--- src/verilog/slam_pkg.sv ---
package slam_pkg;

    // Q1.12.19 data words
    localparam int data_w    = 32;
    localparam int frac_bits = 19;

    // Q1.1.15 CORDIC words
    localparam int angle_w     = 17;
    localparam int cordic_frac = 15;
    localparam int cordic_iter = 14;

    localparam logic signed [angle_w-1:0] cordic_one      = 17'sd32768;
    // 1/K, K being the gain after cordic_iter micro-rotations
    localparam logic signed [angle_w-1:0] cordic_gain_inv = 17'sd19898;

    localparam int div_cycles = 52;

    function automatic logic signed [angle_w-1:0] atan_table(input int i);
        case (i)
            0:       return 17'sd25736;
            1:       return 17'sd15193;
            2:       return 17'sd8027;
            3:       return 17'sd4075;
            4:       return 17'sd2045;
            5:       return 17'sd1024;
            default: return (i < 16) ? (17'sd32768 >>> i) : 17'sd0;
        endcase
    endfunction

    typedef enum logic [4:0] {
        s_idle,
        s_rotate_alpha, s_tanalpha, s_vc, s_rotate_xita,
        s_vcsin, s_vccos, s_vctan, s_vcsintan, s_vccostan, s_result_pre,
        s_rotate_gamma, s_rksin, s_rkcos, s_result_newlm,
        s_vector, s_d2, s_dx_d2, s_dy_d2, s_dx_d, s_dy_d, s_result_update
    } core_state_t;

endpackage
--- src/verilog/div_if.sv ---
interface div_if;
    logic start;
    logic signed [slam_pkg::data_w-1:0] dividend, divisor;
    logic signed [slam_pkg::data_w-1:0] quotient;
    logic valid;

    modport requester (
        output start, dividend, divisor,
        input  quotient, valid
    );

    modport engine (
        input  start, dividend, divisor,
        output quotient, valid
    );
endinterface

--- src/verilog/fixed_divider.sv ---
module fixed_divider (
    input logic clk,
    input logic rst,
    div_if.engine dif
);

    localparam int dw    = slam_pkg::data_w;
    localparam int num_w = slam_pkg::data_w + slam_pkg::frac_bits;

    logic [num_w-1:0] num, quo, quo_nxt;
    logic [dw:0] rem, rem_nxt;
    logic [dw+1:0] diff;
    logic [dw-1:0] den, abs_a, abs_b, mag;
    logic [5:0] cnt;
    logic busy, neg, div_zero;

    always_comb begin
        abs_a = dif.dividend[dw-1] ? (~dif.dividend + 1'b1) : dif.dividend;
        abs_b = dif.divisor[dw-1] ? (~dif.divisor + 1'b1) : dif.divisor;
        // trial subtract of the divisor from the shifted remainder
        diff = {rem, num[num_w-1]} - {2'b00, den};
        rem_nxt = diff[dw+1] ? {rem[dw-1:0], num[num_w-1]} : diff[dw:0];
        quo_nxt = {quo[num_w-2:0], ~diff[dw+1]};
        // saturate once the magnitude leaves Q12.19
        if (div_zero || quo_nxt[num_w-1:dw-1] != '0)
            mag = {1'b0, {(dw-1){1'b1}}};
        else
            mag = quo_nxt[dw-1:0];
    end

    always_ff @(posedge clk) begin
        if (rst) begin
            busy <= 1'b0;
            cnt <= '0;
            dif.valid <= 1'b0;
        end else begin
            dif.valid <= 1'b0;
            if (dif.start) begin
                busy <= 1'b1;
                cnt <= '0;
            end else if (busy) begin
                cnt <= cnt + 1'b1;
                if (cnt == 6'(num_w - 1)) begin
                    busy <= 1'b0;
                    dif.valid <= 1'b1;
                end
            end
        end
    end

    always_ff @(posedge clk) begin
        if (dif.start) begin
            num <= {abs_a, {slam_pkg::frac_bits{1'b0}}};
            den <= abs_b;
            rem <= '0;
            quo <= '0;
            div_zero <= (abs_b == '0);
            neg <= (abs_b == '0) ? dif.dividend[dw-1]
                                 : (dif.dividend[dw-1] ^ dif.divisor[dw-1]);
        end else if (busy) begin
            num <= num << 1;
            rem <= rem_nxt;
            quo <= quo_nxt;
            if (cnt == 6'(num_w - 1))
                dif.quotient <= neg ? -$signed(mag) : $signed(mag);
        end
    end

endmodule

--- src/flat_wrapper.sv ---
// flat-port wrapper written by rule: the top's interface ports become plain ports
module fixed_divider_flat 
  (clk, rst, dif_start, dif_dividend, dif_divisor, dif_quotient, dif_valid);
  div_if dif_i ();
  input logic clk;
  input logic rst;
  input wire logic [$bits(dif_i.start)-1:0] dif_start;
  input wire logic [$bits(dif_i.dividend)-1:0] dif_dividend;
  input wire logic [$bits(dif_i.divisor)-1:0] dif_divisor;
  output wire logic [$bits(dif_i.quotient)-1:0] dif_quotient;
  output wire logic [$bits(dif_i.valid)-1:0] dif_valid;
  assign dif_i.start = dif_start;
  assign dif_i.dividend = dif_dividend;
  assign dif_i.divisor = dif_divisor;
  assign dif_quotient = dif_i.quotient;
  assign dif_valid = dif_i.valid;
  fixed_divider u_core (.clk(clk), .rst(rst), .dif(dif_i));
endmodule
--- config.mk ---
export PLATFORM = sky130hd
export DESIGN_NAME = fixed_divider_flat
export DESIGN_NICKNAME = d
export VERILOG_FILES = /design/src/verilog/slam_pkg.sv /design/src/verilog/div_if.sv /design/src/verilog/fixed_divider.sv /design/src/flat_wrapper.sv
export SDC_FILE = /design/constraint.sdc
export NUM_CORES = 1
export LEC_CHECK = 0
export BUFFER_PORTS_ARGS = -buffer_cell sky130_fd_sc_hd__buf_2
export CAP_MARGIN = 20
export CORE_MARGIN = 2
export CORE_UTILIZATION = 60
export CTS_CLUSTER_DIAMETER = 60
export DETAILED_ROUTE_END_ITERATION = 10
export PLACE_DENSITY_LB_ADDON = 0.1
export SLEW_MARGIN = 20
export SYNTH_ARGS = -nofsm -noshare
export SYNTH_HDL_FRONTEND = slang
export SYNTH_SLANG_ARGS = --single-unit
export TNS_END_PERCENT = 5
--- constraint.sdc ---
create_clock -name clk -period 5.51 [get_ports clk]
set_input_delay 1.102 -clock clk [delete_from_list [all_inputs] [get_ports clk]]
set_output_delay 1.102 -clock clk [all_outputs]
set_load 0.01 [all_outputs]
# After elaboration in Yosys (flattened, before gate mapping)
# Cells that the tools add are included.
# W data, S select, Z words.
# op_classes
add_sub_neg,5
n_eq_ne,1
n_mux,12
bitwise,6
n_reduce_logical,7
# op_table
op,count
$mux W32,4
$mux W51,2
$add A32 B1 Y32 const B,2
$not A32 Y32,2
$sub A34 B32 Y34,1
$mux W33,1
$logic_not A32 Y1,1
$neg A32 Y32,1
$reduce_bool A20 Y1,1
$add A6 B1 Y6 const B,1
$eq A6 B6 Y1 const B,1
$mux W1,5
$not A1 Y1,3
$reduce_and A3 Y1,1
$reduce_or A3 Y1,1
$reduce_bool A2 Y1,1
$reduce_or A2 Y1,1
$logic_or A1 B1 Y1,1
$xor A1 B1 Y1,1
# totals
reg_bits,189
inputBits,67
out_inout_bits,33
elab_cells,41

# Depth between registers and ports, before layout
# Gate-level depths: netlist (run 1).
# depth
depth_word,5
depth_mapped,13
depth_no_buf,12

# Worst setup path before layout (run 1)
# No wires, ideal clock.
# synth_path
path_type,input-to-reg
from,in dif_dividend[8]
to,reg u_core.num[48] (data pin)
setup_ns,0.270
t_arrival_ns,4.012
required_time_ns,5.240
setup_slack_ns,1.228
path_stages,9
n_path_buf,0
path_cell_list,or4_4 or3_4 or3_4 or4_4 or3_4 or4_4 o41ai_2 xor2_1 a21oi_1
# synth_via
elab_chain_cells,4
# synth_rtl
element,line_no,rtl
start: declaration,flat_wrapper.sv:8,input wire logic [$bits(dif_i.dividend)-1:0] dif_dividend;
$not A32 Y32,fixed_divider.sv:18,abs_a = dif.dividend[dw-1] ? (~dif.dividend + 1'b1) : dif.dividend;
$add A32 B1 Y32,fixed_divider.sv:18,
$mux W32,fixed_divider.sv:18,
$mux W51,fixed_divider.sv:52,if (dif.start) begin
end signal: assignment,fixed_divider.sv:53,"num <= {abs_a, {slam_pkg::frac_bits{1'b0}}};"
end signal: assignment,fixed_divider.sv:61,num <= num << 1;
end: declaration,fixed_divider.sv:10,"logic [num_w-1:0] num, quo, quo_nxt;"
# No other way between the ends.
# A chain may end at the register's enable or synchronous reset.

# Final worst setup path (run 1)
# layout_path
from,reg u_core.den[24]
to,reg u_core.rem[27]
# layout_via
elab_chain_cells,2
# layout_rtl
element,line_no,rtl
start: declaration,fixed_divider.sv:13,"logic [dw-1:0] den, abs_a, abs_b, mag;"
start signal: assignment,fixed_divider.sv:54,den <= abs_b;
$sub A34 B32 Y34,fixed_divider.sv:21,"diff = {rem, num[num_w-1]} - {2'b00, den};"
$mux W33,fixed_divider.sv:22,"rem_nxt = diff[dw+1] ? {rem[dw-1:0], num[num_w-1]} : diff[dw:0];"
end signal: assignment,fixed_divider.sv:62,rem <= rem_nxt;
end: declaration,fixed_divider.sv:11,"logic [dw:0] rem, rem_nxt;"
# No other way between the ends.

==> results of run 1 <==
area by class of cell:
cell class              count  area (um2)
clock buffers              21         504
clock inverters            11         119
fillers                  1436        5770
inverters                  48         180
multi-input cells         898        5900
flip-flops and latches    189        4770
well taps                 229         287
repair buffers            105         559
worst min-delay path, stage by stage (launching register included):
cell and delay [ns]:
dfxtp_1 0.32, nand2_1 0.06, a311oi_1 0.07
sequential cells by signal, summed over array words and instances, names as in the netlist:
register,flops
u_core.rem,33
u_core.quo,50
u_core.cnt,6
u_core.neg,1
u_core.dif.quotient,32
u_core.div_zero,1
u_core.den,32
u_core.busy,1
u_core.dif.valid,1
u_core.num,32
how the worst min path moves through the flow:
stage / endpoint / slack (ns) / start
5_1_grt: u_core.rem[18] / 0.51 / u_core.rem[17]
6_report: u_core.rem[5] / 0.49 / u_core.rem[4]
4_1_cts: u_core.rem[5] / 0.50 / u_core.rem[4]
2_1_floorplan: u_core.cnt[5] / 0.46 / u_core.cnt[5]
3_3_place_gp: u_core.quo[49] / 0.48 / u_core.quo[49]
3_5_place_dp: u_core.quo[49] / 0.48 / u_core.quo[49]
metal layers:
metal  vias to the layer above  wire length (um)
met5                         -                 0
met4                         0               238
met3                        23              1360
met2                       223             10700
met1                      4210             11600
li1                       4549                 -
metrics by stage:
stage	power (mW)	hold slack, ns
after global placement	2.45	0.476
after CTS	3.73	0.498
after floorplan	2.27	0.458
after detailed placement	2.47	0.484
after global routing	3.91	0.513
final	3.72	0.495
power breakdown:
part	switching [mW]	leakage (nW)	internal [mW]
Clock	0.546	0.305	0.716
Combinational	0.498	2.91	0.317
Sequential	0.0581	1.68	1.58
layout by cell type (no fill, tap or decap), types with 6 or more instances in the layout:
cell type and count:
a21o_1 21, nor3_1 24, nand2_1 96, or4_1 11
o21ai_0 50, nor2b_1 11, nand2b_1 9, or3_1 16
ha_1 36, inv_1 48, a211oi_1 10, buf_2 98
xor2_1 50, nor4_1 12, nor2_1 173, mux2i_1 52
o311ai_0 13, clkbuf_16 20, a21boi_0 6, nand4_1 11
dfxtp_1 90, edfxtp_1 98, a311oi_1 20, or2_2 10
xnor2_1 46, nand3_1 12, o31ai_1 22, and3_1 6
a21oi_1 64, o41ai_1 13, o211ai_1 10, a31oi_1 11
logic make-up after synthesis:
kind of cell             count (synthesis)
AND/OR/NAND/NOR                        422
multiplexers                            53
adder cells (fa/ha/maj)                 37
XOR/XNOR                                96
AO/OA/AOI/OAI                          290
buffers and inverters                  123
flip-flops                             189
==> results.md, run 1 <==
- Synth Cell Area: 0.0111 mm2
- GRT Overall Usage: 0.247
- Levels on crit path: 10
- DPL Wire Length: 16300 um
- EDFF count, synth: ~100
- Pleak: 4.89 nW
- Maximum VDD drop: 236 uV
- Worst Setup End Kind: flip-flop
- Post-Synth Simple-Gate Area: 0.182
- Die width: 140 um
- Non-Filler Instances: 1501
- Compound-gate portion of the synthesized area: 0.183
- Net count after synthesis: 1314
- Fin util: 0.681
- R2R depth: 10
- Endpoints failing setup: 0
- # IOs: 100
- Clk_skew: 0.0110 ns
- Layout area overhead: 10.7%
- Reg clk slew, reported paths: 0.07 ns
- Data required, critical path: 5.87 ns
- GP Congestion: 0.933
- Vias in the first global route: 8169
- Setup CP Type: flip-flop to flip-flop
- RSZ-0062 raised after global routing: no
- Register area share after synthesis: 0.428
- PD cells: 302 mW/mm2
- Worst R2R Start: u_core.den[24]
- Type of element launching the critical path: flip-flop
- Area post-placement: 0.0117 mm2
- Setup Total Neg Slack: 0 ns
- Drt pass-1 iters: 5
- Global-route wire length before repair: 39900 um
- Peak Freq: 242 MHz
- GRT busiest layer: met2
- Grt ovf: 0
- Pins Over Slew Limit: 0
- Wire length per cell: about 16 um
- Number of gates resized after cts: 0
- Post-layout min period: 4.13 ns
- Ys Warns: 0
- Distinct cells, synth: 70
- Maximum fanout along the worst path: 40
- Placed Instances: 1468
- Pre-CTS setup slack: 0.978 ns
- Hold path depth: 2
- Initial antenna violation count: 0
- Crit path buffers/inverters: 1
- # Post-CTS Setup Buffers: 0
- Later-pin clock latency in the skew report: 0.44 ns
- Worst rel slew slack: 0.363
- Post-synthesis async set-or-reset flop share: 0
- FF-to-FF End: u_core.rem[27]
- Mapped Cells: 1210
- Crit path largest cell delay: 0.74 ns
- Core region area: 0.0181 mm2
- Quantity of I/O buffers inserted on ports: 99
- Flops & latches, synth: 189
- Share of the synthesized area in the top cell type: 0.264
- Max Root-Sink Buffers: 2
- Antenna-violating nets left: 0
- Tcrit/Tclk final: 0.750
- Ys flop type: edfxtp_1
- CTS Buf Count: 17
- Number of DRC markers in iteration 0: 500
- Via count: 9005
- H-tree depth: 4
- Syn avg cell area: 9.20 um2
- Worst path slowest cell: or4b_2
- Final Hold Viols: 0
- Met3 usage: 0.0550
- Largest family of logic cells by synthesized area: compound AO/OA/AOI/OAI gates
- N_diodes: 0
- Layout cells sized above 1: 0.134
- Area leader, netlist: edfxtp_1
- Setup ws final: 1.38 ns
- CTS sink count: 189
- Total die area: 0.0197 mm2
- Hold WC Path Type: flip-flop to flip-flop
- Crit path top cell by count: nor3_1
- Crit path cell chain: inv_1 -> ha_1 -> nand3_1 -> nor3_1 -> nand2_1 -> a2111oi_0 -> nor3_1 -> or2_2 -> or4b_2 -> a31oi_1
- Synth area leaders: edfxtp_1, dfxtp_1, nor2_1
- Met1 Usage GRT: 0.354
- Largest net degree at the start of global routing: between 100 and 150
- Multiplexer share of the synthesized area: 0.0478
- Crit path from: u_core.den[24]
- Maxcap violations: 0
- DRC: 0
- Most instantiated cells after synthesis: nor2_1, edfxtp_1, nand2_1
- Overall die height: about 140 um
- Worst endpoint data arrival time: 4.50 ns
- Nets: 1363
- Initial Util: 0.615
- Run status: completed
- Layout Cell Area excl Fill: 0.0123 mm2
- Post-Synth Adder-Cell Area: 0.0423
- XOR/XNOR Fraction of Synth Area: 0.0756
- Row count: around 50
- Top delay family on crit path: simple AND/OR/NAND/NOR gates
- Cts hold-fix bufs: 0
- Worst R2R Setup Slack: 1.38 ns
- GR Util met2: 0.385
- Worst slew pin tran: 0.956 ns
- Most frequent cell after synthesis: nor2_1
- Routed vias/inst: 6.00
- Total Routed Length: 23900 um
- Root Buffer: clkbuf_16
- CTS tree: yes
- Critical Path Sink: u_core.rem[27]
No activity file was read; power rests on OpenSTA's default activity.
==> inputs of run 2 (changes only) <==
--- a/config.mk
+++ b/config.mk
@@ -5,6 +5,7 @@
 export SDC_FILE = /design/constraint.sdc
 export NUM_CORES = 1
 export LEC_CHECK = 0
+export ABC_AREA = 1
 export BUFFER_PORTS_ARGS = -buffer_cell sky130_fd_sc_hd__buf_2
 export CAP_MARGIN = 20
 export CORE_MARGIN = 2
==> constraint.sdc (replaced) <==
create_clock -name clk -period 3.92 [get_ports clk]
set_input_delay 0.784 -clock clk [delete_from_list [all_inputs] [get_ports clk]]
set_output_delay 0.784 -clock clk [all_outputs]
set_load 0.01 [all_outputs]
==> run 2 against run 1 <==
Effect of this change: register-to-register slack lost 0.39 ns; fmax up 41%; sequential power increased by 40%; sequential share of layout area is 2.6 points lower; cell count up 33%; power is 41% higher; sequential cell count did not move; die area grew 6.4%; critical path depth increased by 4; critical endpoint is now u_core.rem[19].
==> results.md, run 2 <==
- Root Buffer: clkbuf_16
- RSZ-0062 raised after global routing: no
- Largest net degree at the start of global routing: 58
- Top Registers: u_core.quo x50, u_core.rem x33
- Area leader, netlist: edfxtp_1
- Most flops, register: u_core.quo
- Mapped Cells: 1635
- Via count: 10800
- Distinct cells, synth: 52
- Number of gates resized after cts: 0
- Post-synthesis async set-or-reset flop share: 0
- Cts hold-fix bufs: 0
- Total die area: 0.0209 mm2
- Register area share after synthesis: 0.402
- DPL Wire Length: 20900 um
- Layout area overhead: 11.3%
- # Post-CTS Setup Buffers: 0
- Ys flop type: edfxtp_1
- Maxcap violations: 0
- Crit path cell chain: inv_1 -> ha_1 -> inv_1 -> o21bai_1 -> a21oi_1 -> nand2_1 -> a21oi_1 -> nand3_2 -> nand2_1 -> buf_4 -> inv_1 -> a21oi_1 -> o21ai_0 -> nand2_1
- PD cells: around 400 mW/mm2
- Run status: completed
- Post-layout min period: slightly below 3 ns
- GP Congestion: 0.945
- Peak Freq: 341 MHz
- Worst path slowest cell: edfxtp_1
- Final Hold Viols: 0
- Number of DRC markers in iteration 0: 832
- Hold WC Path Type: flip-flop to flip-flop
- Total Routed Length: 27800 um
- Setup CP Type: flip-flop to flip-flop
- Global-route wire length before repair: 45400 um
- Flops & latches, synth: 189
- Routed vias/inst: 5.39
- Antenna-violating nets left: 0
- Initial Util: 0.611
- Die width: 145 um
- Setup Total Neg Slack: 0 ns
- GRT Overall Usage: 0.273
- Initial antenna violation count: 0
- Most frequent cell after synthesis: nand2_1
- Reg clk slew, reported paths: 0.07 ns
- N_diodes: 0
- Type of element launching the critical path: flip-flop
- Pleak: slightly below 6 nW
- EDFF count, synth: slightly below 100
- Crit path largest cell delay: 0.37 ns
- Most frequent cells in the layout: nand2_1, inv_1, nor2_1
- Tcrit/Tclk final: 0.749
- Ys Warns: 0
- Row count: 51
- Fin Hold WS: 0.478 ns
- Wire length per cell: approximately 14 um
- Quantity of I/O buffers inserted on ports: between 90 and 100
- Worst rel slew slack: 0.572
- Largest register FFs: 50
- Core region area: approximately 0.019 mm2
- Area post-placement: 0.0126 mm2
- H-tree depth: 4
- Worst slew pin tran: 0.641 ns
- Most instantiated cells after synthesis: nand2_1, inv_1, nor2_1
- Layout Cell Area excl Fill: 0.0132 mm2
- Later-pin clock latency in the skew report: 0.45 ns
- Pre-CTS setup slack: 0.845 ns
- Worst Setup End Kind: flip-flop
- Worst endpoint data arrival time: 3.32 ns
- Synth Cell Area: 0.0119 mm2
- Vias in the first global route: roughly 9400
- Setup ws final: 0.986 ns
- CTS Buf Count: 17
- Overall die height: 145 um
- Clk_skew: 0.00848 ns
- Layout cells sized above 1: 0.0998
- Pins Over Slew Limit: 0
- Data required, critical path: 4.31 ns
- Maximum fanout along the worst path: 39
- Nets: 1824
- Endpoints failing setup: 0
- Drt pass-1 iters: 5
- CTS sink count: 189
- Grt ovf: 0
- Syn avg cell area: roughly 7.3 um2
- # IOs: 100
- Synth area leaders: edfxtp_1, dfxtp_1, nand2_1
- DRC: 0
- CTS tree: yes
- Share of the synthesized area in the top cell type: 0.248
- Net count after synthesis: about 1700
- Most common cell after layout, fill and taps aside: nand2_1
- Maximum VDD drop: ~320 uV
- Max Root-Sink Buffers: 2
## run 2: logic make-up (layout without fill, tap and decap cells)
group / Yosys count / count (layout) / synth area share
XOR/XNOR: 83 / 83 / 0.0613
AND/OR/NAND/NOR: 786 / 786 / 0.280
flip-flops: 189 / 189 / 0.402
AO/OA/AOI/OAI: 255 / 255 / 0.125
adder cells (fa/ha/maj): 37 / 37 / 0.0397
buffers and inverters: 285 / 383 / 0.0925
## run 2: final timing paths
check	start	to	slack, ns	cells past startpoint
max	u_core.den[30]	u_core.rem[19]	0.99	14
min	u_core.rem[1]	u_core.rem[1]	0.48	2
max reg2reg	u_core.den[30]	u_core.rem[19]	0.99	14
min reg2reg	u_core.rem[1]	u_core.rem[1]	0.48	2
## run 2: per-layer routing
layer	part of all wire	up-vias	GRT usage	wire length [um]
met5	0	-	0	0
met4	0.0096	0	0.0572	267
met3	0.066	20	0.0490	1850
met2	0.42	340	0.403	11800
met1	0.50	4886	0.419	14000
li1	-	5520	-	-
## run 2: cell type report
| cell class | count | area [um2] |
|---|---|---|
| clock buffers | 19 | 475 |
| clock inverters | 13 | 143 |
| fillers | 1704 | 6200 |
| inverters | 240 | 901 |
| multi-input cells | 1161 | 6000 |
| flip-flops and latches | 189 | 4760 |
| well taps | 265 | 332 |
| repair buffers | 111 | 586 |
## run 2: worst max-delay path, delay by kind of cell (launching register included)
family          cells  cell delay, ns
fa+ha+maj           1            0.30
flops               1            0.37
simple gates        4            0.45
buf+inv             4            0.90
compound gates      5            0.86
## run 2: per-stage QoR
step	std cells	total power, mW	util
global route	1998	5.50	0.680
floorplan	1635	3.20	-
global placement	1966	3.48	0.649
finish	1998	5.26	0.680
CTS	1998	5.25	0.680
detailed placement	1966	3.50	0.649
## run 2: power breakdown
part	internal [mW]	total (mW)	leakage (nW)	switching, mW
combinational	0.392	1.19	3.89	0.801
clock	0.928	1.78	0.305	0.848
sequential	2.22	2.29	1.68	0.0652
==> inputs of run 3 (changes only) <==
--- a/config.mk
+++ b/config.mk
@@ -5,7 +5,7 @@
 export SDC_FILE = /design/constraint.sdc
 export NUM_CORES = 1
 export LEC_CHECK = 0
-export ABC_AREA = 1
+export ABC_AREA = 0
 export BUFFER_PORTS_ARGS = -buffer_cell sky130_fd_sc_hd__buf_2
 export CAP_MARGIN = 20
 export CORE_MARGIN = 2
==> constraint.sdc (replaced) <==
create_clock -name clk -period 3.1 [get_ports clk]
set_input_delay 0.62 -clock clk [delete_from_list [all_inputs] [get_ports clk]]
set_output_delay 0.62 -clock clk [all_outputs]
set_load 0.01 [all_outputs]
==> run 3 against run 2 <==
Effect of this change: the flow now finishes with violations (setup timing); worst setup slack got worse by 1.5 ns; sequential cell count unchanged; non-clock buffer count increased by 193; count of clock-buffer cells in the layout unchanged; routed wire length decreased by 4.4%; via count decreased by 8.2%; utilization increased by 10 points; global-route usage decreased by 0.30 points; first-iteration DRC count decreased by 19%; sequential share of layout area decreased by 2.5 points; worst hold slack got worse by 0.092 ns; critical endpoint is now u_core.num[46]; largest power group unchanged; highest routed layer unchanged.
==> results.md, run 3 (same netlist as run 1, synthesis figures left out) <==
- Crit path buffers/inverters: 2
- Core region area: 0.0181 mm2
- Clk_skew: 0.0173 ns
- Peak Freq: ~280 MHz
- Later-pin clock latency in the skew report: 0.44 ns
- Failing checks: setup timing
- Worst endpoint data arrival time: 3.73 ns
- Max Root-Sink Buffers: 2
- Vias in the first global route: 9184
- Antenna-violating nets left: 0
- Worst rel slew slack: 0.354
- Setup CP Type: primary input to flip-flop
- N_diodes: 0
- Initial Util: 0.615
- Placed Instances: 1663
- Metal2 WL: 12500 um
- Setup ws final: -0.476 ns
- Data required, critical path: 3.26 ns
- DR top layer: met4
- Post-layout min period: 3.58 ns
- Pre-CTS setup slack: -0.892 ns
- Most flops, register: u_core.quo
- Most common cell after layout, fill and taps aside: buf_4
- DR WL met3: ~1200 um
- Overall die height: 140 um
- Grt ovf: 0
- Root Buffer: clkbuf_16
- Largest net degree at the start of global routing: 178
- GRT Overall Usage: 0.270
- Type of element launching the critical path: primary input
- CTS tree: yes
- Hold WC Path Type: primary input to flip-flop
- RSZ-0062 raised after global routing: yes
- Final Hold Viols: 0
- Reg clk slew, reported paths: 0.08 ns
- Quantity of I/O buffers inserted on ports: 99
- Die width: 140 um
- Drt pass-1 iters: 5
- DPL Wire Length: 18600 um
- Maximum VDD drop: around 420 uV
- Maxcap violations: 0
- Non-Filler Instances: 1700
- Most frequent cells in the layout: buf_4, nor2_1, edfxtp_1
- Nets: 1562
- CTS Buf Count: 17
- Worst slew pin tran: 0.969 ns
- Layout area overhead: 27.5%
- Global-route wire length before repair: 44000 um
- Worst Setup End Kind: flip-flop
- CTS sink count: 189
- Total Routed Length: 26600 um
- Routed vias/inst: between 5 and 6
- Crit path largest cell delay: 0.53 ns
- Fin util: 0.784
- Tcrit/Tclk final: 1.15
- Wire length on met1: roughly 13000 um
- Setup Total Neg Slack: -1.69 ns
- H-tree depth: 4
- PD cells: 506 mW/mm2
- Top Registers: u_core.quo x50, u_core.rem x33
- Initial antenna violation count: 0
- Endpoints failing setup: 11
- Top delay family on crit path: simple AND/OR/NAND/NOR gates
- Row count: slightly below 50
- Maximum fanout along the worst path: 3
- Largest register FFs: 50
- DRC: 0
- # IOs: 100
- Worst path slowest cell: or4_4
- Wire length per cell: 15.7 um
- Layout cells sized above 1: 0.276
- Number of DRC markers in iteration 0: 673
- Run status: finished with violations
- Crit path cell chain: buf_6 -> or4_4 -> or3_4 -> or3_4 -> or4_4 -> or3_4 -> or4_4 -> buf_6 -> o21ai_4 -> xor2_1 -> a21oi_1
- Via count: 9884
- GP Congestion: 0.896
- Pins Over Slew Limit: 0
- Total die area: 0.0197 mm2
- Pleak: roughly 5.9 nW
run 3: cell count changes in the layout (fill, tap and decap cells not counted), sizes merged, moves of 19 or more:
cell	previous run	this run
or3	1	21
inv	244	56
o22ai	50	1
buf	111	304
nor2	211	174
nand2	416	96
nand3	86	12
xnor2	27	46
mux2i	0	52
o21ai	98	51
a311oi	0	20
run 3: timing repair:
action                                  CTS  global route
endpoints found under the setup margin   72            69
resized for setup                        19            54
pin swaps                                 6            16
hold buffers                              0             0
buffers inserted                          2             3
run 3: cell type report:
type / instances / area (um2)
flip-flops and latches: 189 / 4770
clock buffers: 19 / 454
inverters: 48 / 180
repair buffers: 304 / 2120
clock inverters: 13 / 165
fillers: 1200 / 3900
well taps: 229 / 287
multi-input cells: 898 / 6210
run 3: final timing paths:
kind                         from               end  slack [ns]  cells after the start
hold reg to reg     u_core.cnt[5]     u_core.cnt[5]        0.49                      2
setup / recovery  dif_dividend[8]    u_core.num[46]       -0.48                     11
hold / removal                rst  u_core.dif.valid        0.39                      2
setup reg to reg   u_core.num[50]    u_core.rem[26]       -0.10                     13
run 3: metal layers:
metal,GRT usage,up-vias
met5,0,-
met4,0.0702,0
met3,0.0434,30
met2,0.445,276
met1,0.375,4646
li1,-,4932
run 3: metrics by stage:
step / total power, mW / area, um2 / hold slack (ns)
finish: 7.17 / 14200 / 0.386
global route: 7.52 / 14200 / 0.374
CTS: 7.09 / 13900 / 0.365
detailed placement: 4.79 / 13200 / 0.481
global placement: 4.74 / 13200 / 0.464
floorplan: 4.03 / 11100 / 0.458
run 3: power by group:
part	internal [mW]	switching, mW
registers	2.81	0.102
clock network	1.27	1.00
logic	0.929	1.05
