## config.mk

```make
export PLATFORM = sky130hd
export DESIGN_NAME = cordic_dual_mode_flat
export DESIGN_NICKNAME = d
export VERILOG_FILES = /design/src/verilog/slam_pkg.sv /design/src/verilog/cordic_if.sv /design/src/verilog/cordic_dual_mode.sv /design/src/flat_wrapper.sv
export SDC_FILE = /design/constraint.sdc
export NUM_CORES = 1
export LEC_CHECK = 0
export CAP_MARGIN = 15
export CORE_MARGIN = 2
export CORE_UTILIZATION = 55
export DETAILED_ROUTE_END_ITERATION = 8
export DONT_BUFFER_PORTS = 1
export HOLD_SLACK_MARGIN = 0.1
export PLACE_DENSITY = 0.74
export SETUP_SLACK_MARGIN = 0.15
export SLEW_MARGIN = 20
export SYNTH_ARGS = -nofsm -noshare
export SYNTH_HDL_FRONTEND = slang
export SYNTH_SLANG_ARGS = --single-unit
```

## constraint.sdc

```tcl
create_clock -name clk -period 7.15 [get_ports clk]
set_input_delay 1.43 -clock clk [delete_from_list [all_inputs] [get_ports clk]]
set_output_delay 1.43 -clock clk [all_outputs]
set_load 0.005 [all_outputs]
```

## src/verilog/slam_pkg.sv

```systemverilog
package slam_pkg;

    // Q1.12.19 data words
    localparam int data_w    = 32;
    localparam int frac_bits = 19;

    // Q1.1.15 CORDIC words
    localparam int angle_w     = 17;
    localparam int cordic_frac = 15;
    localparam int cordic_iter = 14;

    localparam logic signed [angle_w-1:0] cordic_one      = 17'sd32768;
    // 1/K, K being the gain after cordic_iter micro-rotations
    localparam logic signed [angle_w-1:0] cordic_gain_inv = 17'sd19898;

    localparam int div_cycles = 52;

    function automatic logic signed [angle_w-1:0] atan_table(input int i);
        case (i)
            0:       return 17'sd25736;
            1:       return 17'sd15193;
            2:       return 17'sd8027;
            3:       return 17'sd4075;
            4:       return 17'sd2045;
            5:       return 17'sd1024;
            default: return (i < 16) ? (17'sd32768 >>> i) : 17'sd0;
        endcase
    endfunction

    typedef enum logic [4:0] {
        s_idle,
        s_rotate_alpha, s_tanalpha, s_vc, s_rotate_xita,
        s_vcsin, s_vccos, s_vctan, s_vcsintan, s_vccostan, s_result_pre,
        s_rotate_gamma, s_rksin, s_rkcos, s_result_newlm,
        s_vector, s_d2, s_dx_d2, s_dy_d2, s_dx_d, s_dy_d, s_result_update
    } core_state_t;

endpackage
```

## src/verilog/cordic_if.sv

```systemverilog
interface cordic_if;
    logic init;
    // 0 rotation, 1 vectoring
    logic mode;
    logic signed [slam_pkg::angle_w-1:0] xin, yin, zin;
    logic done;
    logic signed [slam_pkg::angle_w-1:0] xout, yout, zout;

    modport requester (
        output init, mode, xin, yin, zin,
        input  done, xout, yout, zout
    );

    modport engine (
        input  init, mode, xin, yin, zin,
        output done, xout, yout, zout
    );
endinterface

```

## src/verilog/cordic_dual_mode.sv

```systemverilog
module cordic_dual_mode #(
    parameter int iter = slam_pkg::cordic_iter
) (
    input logic clk,
    input logic rst,
    cordic_if.engine cif
);

    localparam int aw    = slam_pkg::angle_w;
    localparam int cnt_w = $clog2(iter + 1);

    logic signed [aw-1:0] x, y, z;
    logic signed [aw-1:0] x_sh, y_sh;
    logic signed [2*aw-1:0] x_gain, y_gain;
    logic [cnt_w-1:0] cnt;
    logic busy, gain_step, mode_r, dir;

    // dir high means rotate counter-clockwise
    always_comb begin
        x_sh = x >>> cnt;
        y_sh = y >>> cnt;
        dir = mode_r ? y[aw-1] : ~z[aw-1];
        x_gain = x * slam_pkg::cordic_gain_inv;
        y_gain = y * slam_pkg::cordic_gain_inv;
    end

    always_ff @(posedge clk) begin
        if (rst) begin
            busy <= 1'b0;
            gain_step <= 1'b0;
            cnt <= '0;
            cif.done <= 1'b0;
        end else begin
            cif.done <= 1'b0;
            if (cif.init) begin
                busy <= 1'b1;
                gain_step <= 1'b0;
                cnt <= '0;
            end else if (busy) begin
                cnt <= cnt + 1'b1;
                if (cnt == cnt_w'(iter - 1)) begin
                    busy <= 1'b0;
                    gain_step <= 1'b1;
                end
            end else if (gain_step) begin
                gain_step <= 1'b0;
                cif.done <= 1'b1;
            end
        end
    end

    always_ff @(posedge clk) begin
        if (cif.init) begin
            x <= cif.xin;
            y <= cif.yin;
            z <= cif.zin;
            mode_r <= cif.mode;
        end else if (busy) begin
            if (dir) begin
                x <= x - y_sh;
                y <= y + x_sh;
                z <= z - slam_pkg::atan_table(int'(cnt));
            end else begin
                x <= x + y_sh;
                y <= y - x_sh;
                z <= z + slam_pkg::atan_table(int'(cnt));
            end
        end else if (gain_step) begin
            // remove the accumulated CORDIC gain
            x <= x_gain[slam_pkg::cordic_frac +: aw];
            y <= y_gain[slam_pkg::cordic_frac +: aw];
        end
    end

    assign cif.xout = x;
    assign cif.yout = y;
    assign cif.zout = z;

endmodule

```

## src/flat_wrapper.sv

```systemverilog
// flat-port wrapper written by rule: the top's interface ports become plain ports
module cordic_dual_mode_flat 
#(
    parameter int iter = slam_pkg::cordic_iter
)
  (clk, rst, cif_init, cif_mode, cif_xin, cif_yin, cif_zin, cif_done, cif_xout, cif_yout, cif_zout);
  cordic_if cif_i ();
  input logic clk;
  input logic rst;
  input wire logic [$bits(cif_i.init)-1:0] cif_init;
  input wire logic [$bits(cif_i.mode)-1:0] cif_mode;
  input wire logic [$bits(cif_i.xin)-1:0] cif_xin;
  input wire logic [$bits(cif_i.yin)-1:0] cif_yin;
  input wire logic [$bits(cif_i.zin)-1:0] cif_zin;
  output wire logic [$bits(cif_i.done)-1:0] cif_done;
  output wire logic [$bits(cif_i.xout)-1:0] cif_xout;
  output wire logic [$bits(cif_i.yout)-1:0] cif_yout;
  output wire logic [$bits(cif_i.zout)-1:0] cif_zout;
  assign cif_i.init = cif_init;
  assign cif_i.mode = cif_mode;
  assign cif_i.xin = cif_xin;
  assign cif_i.yin = cif_yin;
  assign cif_i.zin = cif_zin;
  assign cif_done = cif_i.done;
  assign cif_xout = cif_i.xout;
  assign cif_yout = cif_i.yout;
  assign cif_zout = cif_i.zout;
  cordic_dual_mode #(.iter(iter)) u_core (.clk(clk), .rst(rst), .cif(cif_i));
endmodule
```

======== After elaboration in Yosys (flattened, before gate mapping) ========
Cells that the tools add are included.
Widths: inputs -> output; s select.
storage, ports and cells
  bits in registers ....................... 59
  input bits .............................. 55
  word-level logic and storage cells ...... 57
cells by class
  add/subtract/negate cells ............... 7
  $mul .................................... 2
  eq/ne operators ......................... 6
  shifts and indexed selects .............. 3
  muxes and demuxes ....................... 23
  bitwise logic cells ..................... 2
  reductions and logical operators ........ 6
operators by type and width
  cell                    count
  $mux 17                 17
  $pmux 17 s6             1
  $mul 17x15->31 const B  2
  $add 17x17->17          3
  $sub 17x17->17          3
  $sshr 17x4->17          2
  $sshr 17x4->17 const A  1
  $eq 4x2->1 const B      2
  $eq 4x3->1 const B      2
  $reduce_or 3->1         2
  $mux 1                  5
  $add 4x1->4 const B     1
  $eq 4x1->1 const B      1
  $eq 4x4->1 const B      1
  $logic_not 4->1         1
  $reduce_bool 3->1       1
  $not 1->1               2
  $reduce_bool 2->1       1
  $reduce_or 2->1         1

======== Longest topological paths before layout ========
Gate-level depths: netlist of run 1.
  depth in word-level cells ............... 9
  depth in mapped cells ................... 23
  depth with buffers taken out ............ 23

======== Least setup slack after synthesis of run 1 ========
Ideal clock, no wire load.
  path type ............................... reg-to-reg
  start point ............................. register u_core.x[14] (netlist: u_core.cif.xout[14])
  end point ............................... register u_core.x[16] (netlist: u_core.cif.xout[16]) (data pin)
  arrival time ............................ 5.766 ns
  required time ........................... 6.891 ns
  setup slack ............................. 1.125 ns
  cell stages (with the launch flop) ...... 22
  period minus slack after synthesis ...... 6.025 ns
  path through ............................ edfxtp_1 ha_1 inv_1 fa_1 inv_1 fa_1 fa_1 fa_1 inv_1 fa_1 inv_1 ha_1 a211oi_1 o21ai_0 o211ai_1 a21oi_1 o311ai_0 a31oi_1 o311ai_0 and3_1 nor3_1 a211o_1
on the way
  cells in the longest elaborated chain, start to end .. 4
ends and longest elaborated chain
  element                                       RTL line                                        source
  start: declaration                            cordic_dual_mode.sv:12                          logic signed [aw-1:0] x, y, z;
  start signal: assignment                      cordic_dual_mode.sv:54                          x <= cif.xin;
  start signal: assignment                      cordic_dual_mode.sv:60                          x <= x - y_sh;
  start signal: assignment                      cordic_dual_mode.sv:64                          x <= x + y_sh;
  $mul 17x15->31, or another cell as far along  cordic_dual_mode.sv:23                          x_gain = x * slam_pkg::cordic_gain_inv;
  $mux 17 (on tied branches)                    cordic_dual_mode.sv:68, cordic_dual_mode.sv:59
  $mux 17 (*)                                   cordic_dual_mode.sv:58                          end else if (busy) begin
  $mux 17 (*)                                   cordic_dual_mode.sv:53                          if (cif.init) begin
Every way passes the cells marked *; elsewhere a longest branch is shown, timed or not. The select of a mux whose other input is x is not followed.
A chain may end at the register's enable or synchronous reset.

======== Worst setup path after layout of run 1 ========
  start point ............................. register u_core.y[8] (netlist: u_core.cif.yout[8])
  end point ............................... register u_core.y[16] (netlist: u_core.cif.yout[16]) (data pin)
on the way
  cells in the longest elaborated chain, start to end .. 4
ends and longest elaborated chain
  element                                       RTL line                                        source
  start: declaration                            cordic_dual_mode.sv:12
  start signal: assignment                      cordic_dual_mode.sv:55                          y <= cif.yin;
  start signal: assignment                      cordic_dual_mode.sv:61                          y <= y + x_sh;
  start signal: assignment                      cordic_dual_mode.sv:65                          y <= y - x_sh;
  $mul 17x15->31, or another cell as far along  cordic_dual_mode.sv:24                          y_gain = y * slam_pkg::cordic_gain_inv;
  $mux 17 (on tied branches)                    cordic_dual_mode.sv:68, cordic_dual_mode.sv:59
  $mux 17 (*)                                   cordic_dual_mode.sv:58
  $mux 17 (*)                                   cordic_dual_mode.sv:53
Marked as above.

==> reports/qor.log, run 1 <==
qor: synthesis.asr_flop_ratio_synth 0
qor: sta.grt_setup_unrepaired false
qor: worst_setup_path.crit_slowest_cell sky130_fd_sc_hd__fa_1
qor: worst_setup_path.critical_path.max_stage_delay 0.54 ns
qor: floorplan.floorplan.die_area 32900 um2
qor: placed_design.gp_routability_congestion 0.962
qor: worst_setup_path.timing.critical_path.arrival 6.69 ns
qor: synthesis.syn_inst_count 1941
qor: placed_design.port_buffers 0
qor: synthesis.synth_enable_flop_cells 52
qor: status.status complete, no violations
qor: clock_tree.cts_tree built
qor: final_layout.post_layout_utilization_of_the_core 0.592
qor: synthesis.synthesis.nets 2490
qor: synthesis.yosys_synthesis_warning_count 0
qor: sta.finalHoldViolCount 0
qor: global_route.grt_first_pass_wirelength 72400 um
qor: clock_tree.max-clock-path-buffers 2
qor: final_layout.n_fill_cell 2739
qor: detailed_routing.remaining_drc_errors 0
qor: worst_setup_path.type_of_destination_of_the_critical_path flop
qor: floorplan.die_w 181 um
qor: clock_tree.cts-htree-levels 3
qor: sta.relative_slew_margins 0.304
qor: worst_setup_path.biggest_fanout_along_the_worst_timing_path 6
qor: synthesis.synthDistinctLibCells 77
qor: synthesis.postSynthAreaPerCell 8.92 um2
qor: sta.highest_clock_rate 151 MHz
qor: final_layout.area_growth_syn_to_layout 5.19%
qor: clock_tree.cts.hold.buffers_added 0
qor: sta.hold_ws 0.506 ns
qor: global_route.grt_max_degree 71
qor: sta.fin_crit_sh 0.926
qor: final_layout.final-seq-area 1710 um2
qor: detailed_routing.routed-via-count 13600
qor: worst_setup_path.critPathMostFrequentCell sky130_fd_sc_hd__fa_1
qor: floorplan.placeableCoreArea 30700 um2
qor: clock_tree.cts_buffers 9
qor: worst_setup_path.crit_path_start_kind flop
qor: worst_setup_path.crit_path_cell_trace ha_1 -> inv_1 -> fa_1 -> inv_1 -> fa_1 -> fa_1 -> fa_1 -> inv_1 -> fa_1 -> inv_1 -> ha_1 -> a21oi_1 -> o221ai_1 -> a21oi_1 -> o21ai_0 -> a31oi_2 -> nand2b_1 -> o21ai_0 -> or4_1 -> nand4_1 -> o311ai_1
qor: sta.setup_violations_final 0
qor: clock_tree.insertion_delay 0.35 ns
qor: worst_setup_path.required 7.22 ns
qor: detailed_routing.drt_wl_total 43400 um
qor: flow_run.timing.max_cap.violations 0
qor: synthesis.synthesis.area 17300 um2
qor: final_layout.final_layout_size_suffix_gt1_frac 0.0571
qor: placed_design.post-dp-hpwl 35600 um
qor: worst_setup_path.timing.setup.critical_path_class flop to flop
qor: floorplan.fp-row-count 64
qor: floorplan.total_i_o_pin_count 107
qor: sta.final_max_slew_viol_count 0
qor: detailed_routing.drt_pass1_iterations 7
qor: sta.skew 0.0112 ns
qor: final_layout.finalNetCount 2487
qor: clock_tree.cts_num_sinks 59
qor: sta.setup_total_neg_slack 0 ns
qor: synthesis.synth_sequential_area_ratio 0.0983
qor: global_route.first_global_vias 14000
qor: detailed_routing.avgRoutedWirePerCell 18.6 um
qor: floorplan.floorplan.initialDensity 0.563
qor: detailed_routing.postRouteAntennaNets 0
qor: clock_tree.clk_pin_slew_worst_paths 0.06 ns
qor: sta.post-route-min-period 6.62 ns
qor: min_path.worst_hold_path_type flop to flop
qor: detailed_routing.drtIter0Drc 1099
qor: synthesis.synth_flop_cell sky130_fd_sc_hd__edfxtp_1
qor: clock_tree.cts_root_buffer sky130_fd_sc_hd__clkbuf_16
qor: floorplan.die-height 181 um
qor: detailed_routing.route.detailed.vias_per_inst 5.80
qor: global_route.globalRoute.totalOverflow 0
qor: synthesis.synth_seq_cells 59
qor: global_route.gr-usage-all-layers 0.277
qor: final_layout.multi_input_comb_area 13600 um2
qor: sta.tightestPinTransition 1.04 ns
qor: final_layout.antennaDiodeCount 0
qor: global_route.antenna_found_initial 2
==> metal layers <==
| layer | vias up | GRT usage | wire length [um] |
|---|---|---|---|
| li1 | 6397 | - | - |
| met1 | 6644 | 0.375 | 18800 |
| met2 | 442 | 0.459 | 20400 |
| met3 | 71 | 0.0540 | 3170 |
| met4 | 4 | 0.0663 | 945 |
| met5 | - | 0 | 23 |
==> area by class of cell <==
class                      instances  area share
timing repair buffer              37      0.0150
sequential                        59      0.0938
clock buffer                       9      0.0124
tap                              396      0.0272
inverter                         472      0.0973
multi-input combinational       1359       0.749
clock inverter                     7     0.00550
==> cell families after synthesis <==
family | share of synthesized area
buf+inv | 0.115
fa+ha+maj | 0.456
compound gates | 0.137
simple gates | 0.0868
xor+xnor | 0.0536
mux | 0.0538
flops | 0.0983
==> registers in the layout, indices dropped and copies added, names as in the netlist <==
signal            cells
u_core.cif.xout      17
u_core.cif.yout      17
u_core.cif.zout      17
u_core.cnt            4
u_core.busy           1
u_core.cif.done       1
u_core.gain_step      1
u_core.mode_r         1
==> what timing repair did <==
| item | CTS | global route |
|---|---|---|
| gates resized for setup | 0 | 3 |
| buffers inserted | 0 | 5 |
| endpoints found under the setup margin | 0 | 5 |
| hold endpoints to repair | 0 | 0 |
==> through the flow <==
stage	instances	instance area (um2)	worst slack, ns
after floorplan	1941	17300	1.13
after global placement	2318	17800	0.740
after detailed placement	2318	17800	0.564
after CTS	2334	18200	0.516
after global routing	2339	18200	0.154
final	2339	18200	0.526
==> worst max-delay path: cells and delay by family, from the launching register on <==
family	cells	cell delay (ns)
adder cells (fa/ha/maj)	7	3.20
buffers and inverters	4	0.25
AO/OA/AOI/OAI	7	1.58
AND/OR/NAND/NOR	3	0.80
flip-flops	1	0.52
==> cell usage after synthesis, drive strengths merged, types with 8 or more instances <==
cell type,n,share of area
a21o,21,0.0091
xor2,43,0.022
buf,14,0.0043
inv,470,0.10
nand3,20,0.0058
ha,266,0.19
nand4,10,0.0036
nor2b,12,0.0043
nor2,88,0.019
mux4,22,0.029
a21boi,8,0.0035
a21oi,110,0.032
nor3,26,0.0075
o21a,25,0.011
mux2i,27,0.016
a211oi,15,0.0068
clkbuf,37,0.0080
edfxtp,52,0.090
fa,228,0.26
and3,9,0.0033
a31oi,15,0.0054
nand2b,11,0.0040
nand2,112,0.024
mux2,14,0.0093
o21ai,88,0.025
and2,11,0.0040
xnor2,62,0.032
o31ai,18,0.0078
==> layout by cell type (no fill, tap or decap), drive strengths merged, types with 8 or more instances in the layout <==
cell | synthesis | routed
nand4 | 10 | 10
o21ai | 88 | 88
a21oi | 110 | 110
nor3 | 26 | 26
nor2 | 88 | 88
a31oi | 15 | 15
ha | 266 | 266
fa | 228 | 228
a21boi | 8 | 8
nand3 | 20 | 20
buf | 14 | 33
mux2 | 14 | 14
nor2b | 12 | 12
a211oi | 15 | 15
a21o | 21 | 21
and3 | 9 | 9
xnor2 | 62 | 62
xor2 | 43 | 43
inv | 470 | 471
and2 | 11 | 11
mux2i | 27 | 27
edfxtp | 52 | 52
o31ai | 18 | 18
clkbuf | 37 | 12
nand2b | 11 | 11
o21a | 25 | 25
nand2 | 112 | 112
mux4 | 22 | 22
==> path summary, 6_finish.rpt <==
check / slack (ns) / end / depth (start not counted) / from
worst min-delay path: 0.51 / u_core.cif.done / 2 / u_core.gain_step
worst max-delay path: 0.53 / u_core.cif.yout[16] / 21 / u_core.cif.yout[8]
worst max register to register: 0.53 / u_core.cif.yout[16] / 21 / u_core.cif.yout[8]
worst min register to register: 0.51 / u_core.cif.done / 2 / u_core.gain_step
Power of run 1 is left out: the tool's default activity adds up to more than one toggle a clock period on the data nets, which glitch-free logic cannot reach.
==> inputs of run 2 (changes only) <==
==> constraint.sdc (replaced) <==
create_clock -name clk -period 6.2 [get_ports clk]
set_input_delay 1.24 -clock clk [delete_from_list [all_inputs] [get_ports clk]]
set_output_delay 1.24 -clock clk [all_outputs]
set_load 0.005 [all_outputs]
==> run 2 against run 1 <==
Clock skew is 0.00073 ns higher. Sequential share of layout area is 0.55 points lower. Wire length is 4.9% higher. Non-clock buffer count is 94 higher. Core utilization is 3.7 points higher. Die area stayed put. Critical path depth is 3 higher. Cell area is 6.3% higher. Largest cell class unchanged. Worst setup slack worse by 0.33 ns. Critical path type unchanged. Global-route usage is 0.23 points higher.
==> reports/qor.log, run 2 (synthesis gave the netlist of run 1 again) <==
qor: status.status complete, no violations [unchanged]
qor: flow_run.timing.max_cap.violations 0 [unchanged]
qor: placed_design.post-dp-hpwl 37300 um [was 35600 um]
qor: detailed_routing.drtIter0Drc 1212 [was 1099]
qor: worst_setup_path.timing.setup.critical_path_class flop to flop [unchanged]
qor: global_route.grt_max_degree 71 [unchanged]
qor: sta.setup_violations_final 0 [unchanged]
qor: global_route.grt_first_pass_wirelength 72700 um [was 72400 um]
qor: floorplan.total_i_o_pin_count 107 [unchanged]
qor: final_layout.mostFrequentLayoutCell sky130_fd_sc_hd__inv_1 [unchanged]
qor: global_route.gr-usage-all-layers 0.279 [was 0.277]
qor: final_layout.area_growth_syn_to_layout 11.8% [was 5.19%]
qor: detailed_routing.avgRoutedWirePerCell 18.7 um [was 18.6 um]
qor: sta.post-route-min-period 6.01 ns [was 6.62 ns]
qor: sta.tightestPinTransition 0.987 ns [was 1.04 ns]
qor: final_layout.multi_input_comb_area 14100 um2 [was 13600 um2]
qor: sta.relative_slew_margins 0.340 [was 0.304]
qor: worst_setup_path.crit_path_cell_trace ha_4 -> inv_2 -> fa_1 -> inv_2 -> fa_1 -> fa_1 -> fa_1 -> inv_1 -> fa_1 -> inv_2 -> ha_4 -> nand3_4 -> a211oi_2 -> a21oi_2 -> buf_4 -> o21ai_4 -> a31oi_1 -> buf_4 -> o31ai_4 -> buf_6 -> a41o_1 -> nor2_1 -> xor2_1 -> a21oi_1 [was ha_1 -> inv_1 -> fa_1 -> inv_1 -> fa_1 -> fa_1 -> fa_1 -> inv_1 -> fa_1 -> inv_1 -> ha_1 -> a21oi_1 -> o221ai_1 -> a21oi_1 -> o21ai_0 -> a31oi_2 -> nand2b_1 -> o21ai_0 -> or4_1 -> nand4_1 -> o311ai_1]
qor: global_route.antenna_found_initial 2 [unchanged]
qor: global_route.first_global_vias 14200 [was 14000]
qor: sta.highest_clock_rate 167 MHz [was 151 MHz]
qor: worst_setup_path.type_of_destination_of_the_critical_path flop [unchanged]
qor: detailed_routing.drt_wl_total 45500 um [was 43400 um]
qor: worst_setup_path.critical_path.max_stage_delay 0.54 ns [about the same]
qor: floorplan.die_w 181 um [unchanged]
qor: floorplan.die-height 181 um [unchanged]
qor: final_layout.final_layout_size_suffix_gt1_frac 0.134 [was 0.0571]
qor: worst_setup_path.critPathMostFrequentCell sky130_fd_sc_hd__fa_1 [unchanged]
qor: worst_setup_path.crit_path_start_kind flop [unchanged]
qor: final_layout.finalNetCount 2581 [was 2487]
qor: sta.hold_ws 0.491 ns [was 0.506 ns]
qor: worst_setup_path.biggest_fanout_along_the_worst_timing_path 4 [was 6]
qor: final_layout.final-seq-area 1710 um2 [unchanged]
qor: worst_setup_path.timing.critical_path.arrival 6.08 ns [was 6.69 ns]
qor: floorplan.placeableCoreArea 30700 um2 [unchanged]
qor: global_route.globalRoute.totalOverflow 0 [unchanged]
qor: sta.setup_total_neg_slack 0 ns [unchanged]
qor: worst_setup_path.crit_family adder cells [unchanged]
qor: clock_tree.insertion_delay 0.35 ns [about the same]
qor: floorplan.floorplan.die_area 32900 um2 [unchanged]
qor: floorplan.floorplan.initialDensity 0.563 [unchanged]
qor: detailed_routing.postRouteAntennaNets 0 [unchanged]
qor: sta.final_max_slew_viol_count 0 [unchanged]
qor: worst_setup_path.required 6.28 ns [was 7.22 ns]
qor: worst_setup_path.critical_path.n_buffers_inverters 7 [was 4]
qor: clock_tree.cts-htree-levels 3 [unchanged]
qor: floorplan.fp-row-count 64 [unchanged]
qor: placed_design.port_buffers 0 [unchanged]
qor: final_layout.top_library_cells_by_usage_in_the_layout_fill_and_taps_aside 456 x sky130_fd_sc_hd__inv_1, 244 x sky130_fd_sc_hd__ha_1, 222 x sky130_fd_sc_hd__fa_1 [was 469 x sky130_fd_sc_hd__inv_1, 266 x sky130_fd_sc_hd__ha_1, 228 x sky130_fd_sc_hd__fa_1]
qor: sta.finalHoldViolCount 0 [unchanged]
qor: worst_setup_path.crit_slowest_cell sky130_fd_sc_hd__fa_1 [unchanged]
qor: clock_tree.cts_root_buffer sky130_fd_sc_hd__clkbuf_16 [unchanged]
qor: clock_tree.cts_tree built [unchanged]
qor: sta.skew 0.0120 ns [was 0.0112 ns]
qor: clock_tree.cts_num_sinks 59 [unchanged]
qor: detailed_routing.route.detailed.vias_per_inst 5.81 [was 5.80]
qor: min_path.worst_hold_path_type flop to flop [unchanged]
qor: placed_design.gp_routability_congestion 0.951 [was 0.962]
qor: detailed_routing.routed-via-count 14200 [was 13600]
qor: sta.grt_setup_unrepaired true [was false]
qor: clock_tree.clk_pin_slew_worst_paths 0.06 ns [about the same]
qor: clock_tree.max-clock-path-buffers 2 [unchanged]
qor: clock_tree.cts_buffers 9 [unchanged]
qor: detailed_routing.drt_pass1_iterations 6 [was 7]
qor: sta.fin_crit_sh 0.969 [was 0.926]
qor: clock_tree.cts.hold.buffers_added 0 [unchanged]
qor: final_layout.post_layout_utilization_of_the_core 0.629 [was 0.592]
qor: detailed_routing.remaining_drc_errors 0 [unchanged]
qor: final_layout.n_fill_cell 2554 [was 2739]
-- run 2: cell types whose count changed in the layout (fill, tap and decap cells not counted), moves of 4 or more --
cell                      delta
sky130_fd_sc_hd__a21oi_2    +10
sky130_fd_sc_hd__buf_6       +4
sky130_fd_sc_hd__ha_4       +20
sky130_fd_sc_hd__buf_4      +94
sky130_fd_sc_hd__inv_1      -13
sky130_fd_sc_hd__fa_2        +6
sky130_fd_sc_hd__a21oi_1    -11
sky130_fd_sc_hd__o21ai_1     +5
sky130_fd_sc_hd__inv_2      +13
sky130_fd_sc_hd__o21ai_0     -8
sky130_fd_sc_hd__fa_1        -6
sky130_fd_sc_hd__ha_1       -22
-- run 2: what timing repair did --
| action | 4_1_cts | 5_1_grt |
|---|---|---|
| setup endpoints to repair | 17 | 25 |
| pin swaps | 23 | 66 |
| gates resized for setup | 20 | 81 |
| buffers inserted | 15 | 16 |
-- run 2: worst register-to-register path, stage by stage, from the launching register on --
cell,delay (ns)
sky130_fd_sc_hd__edfxtp_1,0.52
sky130_fd_sc_hd__ha_4,0.33
sky130_fd_sc_hd__inv_2,0.04
sky130_fd_sc_hd__fa_1,0.51
sky130_fd_sc_hd__inv_2,0.06
sky130_fd_sc_hd__fa_1,0.46
sky130_fd_sc_hd__fa_1,0.54
sky130_fd_sc_hd__fa_1,0.54
sky130_fd_sc_hd__inv_1,0.06
sky130_fd_sc_hd__fa_1,0.51
sky130_fd_sc_hd__inv_2,0.05
sky130_fd_sc_hd__ha_4,0.29
sky130_fd_sc_hd__nand3_4,0.08
sky130_fd_sc_hd__a211oi_2,0.23
sky130_fd_sc_hd__a21oi_2,0.09
sky130_fd_sc_hd__buf_4,0.15
sky130_fd_sc_hd__o21ai_4,0.17
sky130_fd_sc_hd__a31oi_1,0.11
sky130_fd_sc_hd__buf_4,0.17
sky130_fd_sc_hd__o31ai_4,0.18
sky130_fd_sc_hd__buf_6,0.15
sky130_fd_sc_hd__a41o_1,0.19
sky130_fd_sc_hd__nor2_1,0.06
sky130_fd_sc_hd__xor2_1,0.16
sky130_fd_sc_hd__a21oi_1,0.09
-- run 2: final timing paths --
kind                 startpoint                  end  slack (ns)  cells past startpoint
min reg2reg    u_core.gain_step      u_core.cif.done        0.49                      2
max reg2reg  u_core.cif.yout[8]  u_core.cif.yout[15]        0.19                     24
min            u_core.gain_step      u_core.cif.done        0.49                      2
max          u_core.cif.yout[8]  u_core.cif.yout[15]        0.19                     24
-- run 2: per-layer routing --
layer  share of wire  global-route usage  vias to the layer above
met1            0.43               0.380                     6941
met3           0.075              0.0513                       93
met2            0.47               0.458                      540
met5               0                   0                        -
li1                -                   -                     6576
met4           0.025              0.0780                        0
-- run 2: metrics by stage --
step | area, um2 | cells | setup slack (ns)
3_3_place_gp | 18400 | 2386 | 0.00486
5_1_grt | 19300 | 2434 | -0.000138
3_5_place_dp | 18400 | 2386 | -0.134
2_1_floorplan | 17300 | 1941 | 0.175
4_1_cts | 18800 | 2417 | 0.151
6_report | 19300 | 2434 | 0.195
-- run 2: cell type report --
type / count / area share
well taps: 396 / 0.0256
repair buffers: 131 / 0.0523
multi-input cells: 1359 / 0.729
inverters: 472 / 0.0916
clock buffers: 12 / 0.0122
clock inverters: 4 / 0.00103
diodes: 1 / 0.000129
flip-flops and latches: 59 / 0.0882
Power of run 2 is left out for the same reason.
==> inputs of run 3 (changes only) <==
--- a/config.mk
+++ b/config.mk
@@ -7,11 +7,11 @@
 export LEC_CHECK = 0
 export CAP_MARGIN = 15
 export CORE_MARGIN = 2
-export CORE_UTILIZATION = 55
+export CORE_UTILIZATION = 30
 export DETAILED_ROUTE_END_ITERATION = 8
 export DONT_BUFFER_PORTS = 1
 export HOLD_SLACK_MARGIN = 0.1
-export PLACE_DENSITY = 0.74
+export PLACE_DENSITY = 0.48
 export SETUP_SLACK_MARGIN = 0.15
 export SLEW_MARGIN = 20
 export SYNTH_ARGS = -nofsm -noshare
==> run 3 against run 2 <==
Sequential share of layout area decreased by 0.47 points. Wire length increased by 14%. Global-route usage decreased by 10 points. Via count decreased by 2.5%. Sequential cell count unchanged. Critical path depth decreased by 2. Worst hold slack got worse by 0.0011 ns. First-iteration DRC count decreased by 41%. Worst setup slack got worse by 0.0028 ns. Non-clock buffer count increased by 41. Cell count increased by 17%.
==> reports/qor.log, run 3 (synthesis gave the netlist of run 1 again) <==
qor: status.status complete, no violations [unchanged]
qor: clock_tree.cts_root_buffer sky130_fd_sc_hd__clkbuf_16 [unchanged]
qor: worst_setup_path.timing.critical_path.arrival 6.14 ns [was 6.08 ns]
qor: min_path.worst_hold_path_type flop to flop [unchanged]
qor: final_layout.final_layout_size_suffix_gt1_frac 0.166 [was 0.134]
qor: sta.tightestPinTransition 1.11 ns [was 0.987 ns]
qor: worst_setup_path.required 6.33 ns [was 6.28 ns]
qor: placed_design.place_worst_setup_slack -0.631 ns [was -0.134 ns]
qor: global_route.globalRoute.totalOverflow 0 [unchanged]
qor: floorplan.fp-row-count 88 [was 64]
qor: worst_setup_path.worstRegToRegCells 22 [was 24]
qor: clock_tree.insertion_delay 0.39 ns [was 0.35 ns]
qor: global_route.grt_max_degree 71 [unchanged]
qor: min_path.worstHoldPathCells 2 [unchanged]
qor: min_path.min_to u_core.cif.done [unchanged]
qor: sta.setup_total_neg_slack 0 ns [unchanged]
qor: sta.grt_setup_unrepaired true [unchanged]
qor: detailed_routing.routed-via-count 13800 [was 14200]
qor: placed_design.port_buffers 0 [unchanged]
qor: placed_design.dpl_cell_area 19000 um2 [was 18400 um2]
qor: worst_setup_path.biggest_fanout_along_the_worst_timing_path 5 [was 4]
qor: floorplan.total_i_o_pin_count 107 [unchanged]
qor: worst_setup_path.timing.rr.end u_core.cif.xout[16] [was u_core.cif.yout[15]]
qor: worst_setup_path.critical_path.n_buffers_inverters 5 [was 7]
qor: sta.setup_violations_final 0 [unchanged]
qor: detailed_routing.drt_wl_total 52000 um [was 45500 um]
qor: floorplan.floorplan.initialDensity 0.302 [was 0.563]
qor: clock_tree.cts_buffers 9 [unchanged]
qor: global_route.grt_first_pass_wirelength 82900 um [was 72700 um]
qor: final_layout.top_library_cells_by_usage_in_the_layout_fill_and_taps_aside 453 x sky130_fd_sc_hd__inv_1, 241 x sky130_fd_sc_hd__ha_1, 221 x sky130_fd_sc_hd__fa_1 [was 456 x sky130_fd_sc_hd__inv_1, 244 x sky130_fd_sc_hd__ha_1, 222 x sky130_fd_sc_hd__fa_1]
qor: final_layout.mostFrequentLayoutCell sky130_fd_sc_hd__inv_1 [unchanged]
qor: final_layout.finalNetCount 2622 [was 2581]
qor: min_path.hold_path_startpoint u_core.gain_step [unchanged]
qor: worst_setup_path.setup.reg_to_reg.worst_slack 0.19 ns [about the same]
qor: detailed_routing.avgRoutedWirePerCell 18.3 um [was 18.7 um]
qor: floorplan.die_w 244 um [was 181 um]
qor: worst_setup_path.critical_path.max_stage_delay 0.59 ns [was 0.54 ns]
qor: worst_setup_path.crit_path_cell_trace ha_1 -> inv_1 -> fa_1 -> inv_1 -> fa_1 -> fa_1 -> fa_1 -> inv_1 -> fa_1 -> inv_1 -> ha_1 -> o21ai_1 -> o21ai_1 -> o211ai_1 -> a21oi_2 -> o311ai_4 -> buf_6 -> a31oi_4 -> o311ai_4 -> and3_1 -> nor3_1 -> a211o_1 [was ha_4 -> inv_2 -> fa_1 -> inv_2 -> fa_1 -> fa_1 -> fa_1 -> inv_1 -> fa_1 -> inv_2 -> ha_4 -> nand3_4 -> a211oi_2 -> a21oi_2 -> buf_4 -> o21ai_4 -> a31oi_1 -> buf_4 -> o31ai_4 -> buf_6 -> a41o_1 -> nor2_1 -> xor2_1 -> a21oi_1]
qor: detailed_routing.drt_pass1_iterations 6 [unchanged]
qor: worst_setup_path.crit_family adder cells [unchanged]
qor: worst_setup_path.type_of_destination_of_the_critical_path flop [unchanged]
qor: floorplan.placeableCoreArea 57400 um2 [was 30700 um2]
qor: sta.finalHoldViolCount 0 [unchanged]
qor: global_route.first_global_vias 14600 [was 14200]
qor: floorplan.floorplan.die_area 59600 um2 [was 32900 um2]
qor: sta.final_max_slew_viol_count 0 [unchanged]
qor: clock_tree.cts_tree built [unchanged]
qor: detailed_routing.remaining_drc_errors 0 [unchanged]
qor: floorplan.die-height 244 um [was 181 um]
qor: detailed_routing.route.detailed.vias_per_inst 4.85 [was 5.81]
qor: worst_setup_path.critPathMostFrequentCell sky130_fd_sc_hd__fa_1 [unchanged]
qor: final_layout.n_fill_cell 5845 [was 2554]
qor: clock_tree.cts-htree-levels 3 [unchanged]
qor: sta.fin_crit_sh 0.969 [about the same]
qor: flow_run.timing.max_cap.violations 0 [unchanged]
qor: worst_setup_path.crit_slowest_cell sky130_fd_sc_hd__fa_1 [unchanged]
qor: clock_tree.cts.hold.buffers_added 0 [unchanged]
qor: sta.post-route-worst-setup-slack 0.192 ns [was 0.195 ns]
qor: final_layout.finalInstanceArea 20400 um2 [was 19300 um2]
qor: clock_tree.clk_pin_slew_worst_paths 0.07 ns [was 0.06 ns]
qor: placed_design.post-dp-hpwl 42400 um [was 37300 um]
qor: global_route.antenna_found_initial 2 [unchanged]
qor: final_layout.area_growth_syn_to_layout 18.0% [was 11.8%]
qor: worst_setup_path.crit_path_start_kind flop [unchanged]
qor: clock_tree.cts_num_sinks 59 [unchanged]
qor: detailed_routing.drtIter0Drc 720 [was 1212]
qor: worst_setup_path.launch_point_of_the_worst_reg_to_reg_path u_core.cif.xout[10] [was u_core.cif.yout[8]]
qor: sta.skew 0.0182 ns [was 0.0120 ns]
qor: detailed_routing.postRouteAntennaNets 0 [unchanged]
qor: sta.post-route-min-period 6.01 ns [about the same]
qor: clock_tree.max-clock-path-buffers 2 [unchanged]
qor: sta.relative_slew_margins 0.259 [was 0.340]
qor: worst_setup_path.timing.setup.critical_path_class flop to flop [unchanged]
qor: sta.highest_clock_rate 166 MHz [was 167 MHz]
qor: global_route.gr-usage-all-layers 0.179 [was 0.279]
qor: placed_design.gp_routability_congestion 0.879 [was 0.951]
run 3: repair_timing:
item	4_1_cts	5_1_grt
endpoints found under the setup margin	18	25
resized for setup	72	90
buffers inserted	28	17
gates cloned	1	0
pin swaps	48	68
run 3: worst max-delay path by stage:
stage | cells after the start | endpoint | from
after CTS | 20 | u_core.cif.yout[14] | u_core.cif.yout[15]
after detailed placement | 22 | u_core.cif.yout[14] | u_core.cif.yout[10]
after global routing | 26 | u_core.cif.yout[15] | u_core.cif.yout[8]
after global placement | 22 | u_core.cif.yout[14] | u_core.cif.yout[10]
final | 22 | u_core.cif.xout[16] | u_core.cif.xout[10]
after floorplan | 21 | u_core.cif.xout[16] | u_core.cif.xout[14]
run 3: area by class of cell:
type / count / area [um2] / area share
Sequential cell: 59 / 1710 / 0.0836
Clock inverter: 6 / 32.5 / 0.00159
Inverter: 472 / 1770 / 0.0867
Clock buffer: 10 / 229 / 0.0112
Antenna cell: 1 / 2.50 / 0.000123
Multi-Input combinational cell: 1359 / 14300 / 0.702
Tap cell: 765 / 957 / 0.0469
Timing Repair Buffer: 172 / 1400 / 0.0683
run 3: per-layer routing:
layer	share of wire	routed length, um	global-route usage	vias to the layer above
li1	-	-	-	6663
met1	0.47	24500	0.242	6876
met2	0.48	25000	0.307	224
met3	0.036	1890	0.0234	27
met4	0.011	561	0.0314	4
met5	0.00044	23	0	-
run 3: worst reg2reg max path: cells and delay by family (launching register included):
| family | cells | cell delay, ns |
|---|---|---|
| DFF | 1 | 0.51 |
| AOI/OAI and AO/OA | 8 | 1.46 |
| and+or+nand+nor | 2 | 0.23 |
| buffers and inverters | 5 | 0.39 |
| adders and majority gates | 7 | 3.14 |
run 3: through the flow:
stage,util,cells,hold WS [ns]
6_report,0.356,2844,0.490
2_1_floorplan,-,1941,0.437
5_1_grt,0.356,2843,0.528
4_1_cts,0.346,2826,0.488
3_5_place_dp,0.331,2781,0.473
3_3_place_gp,0.331,2781,0.476
Power of run 3 is left out for the same reason.
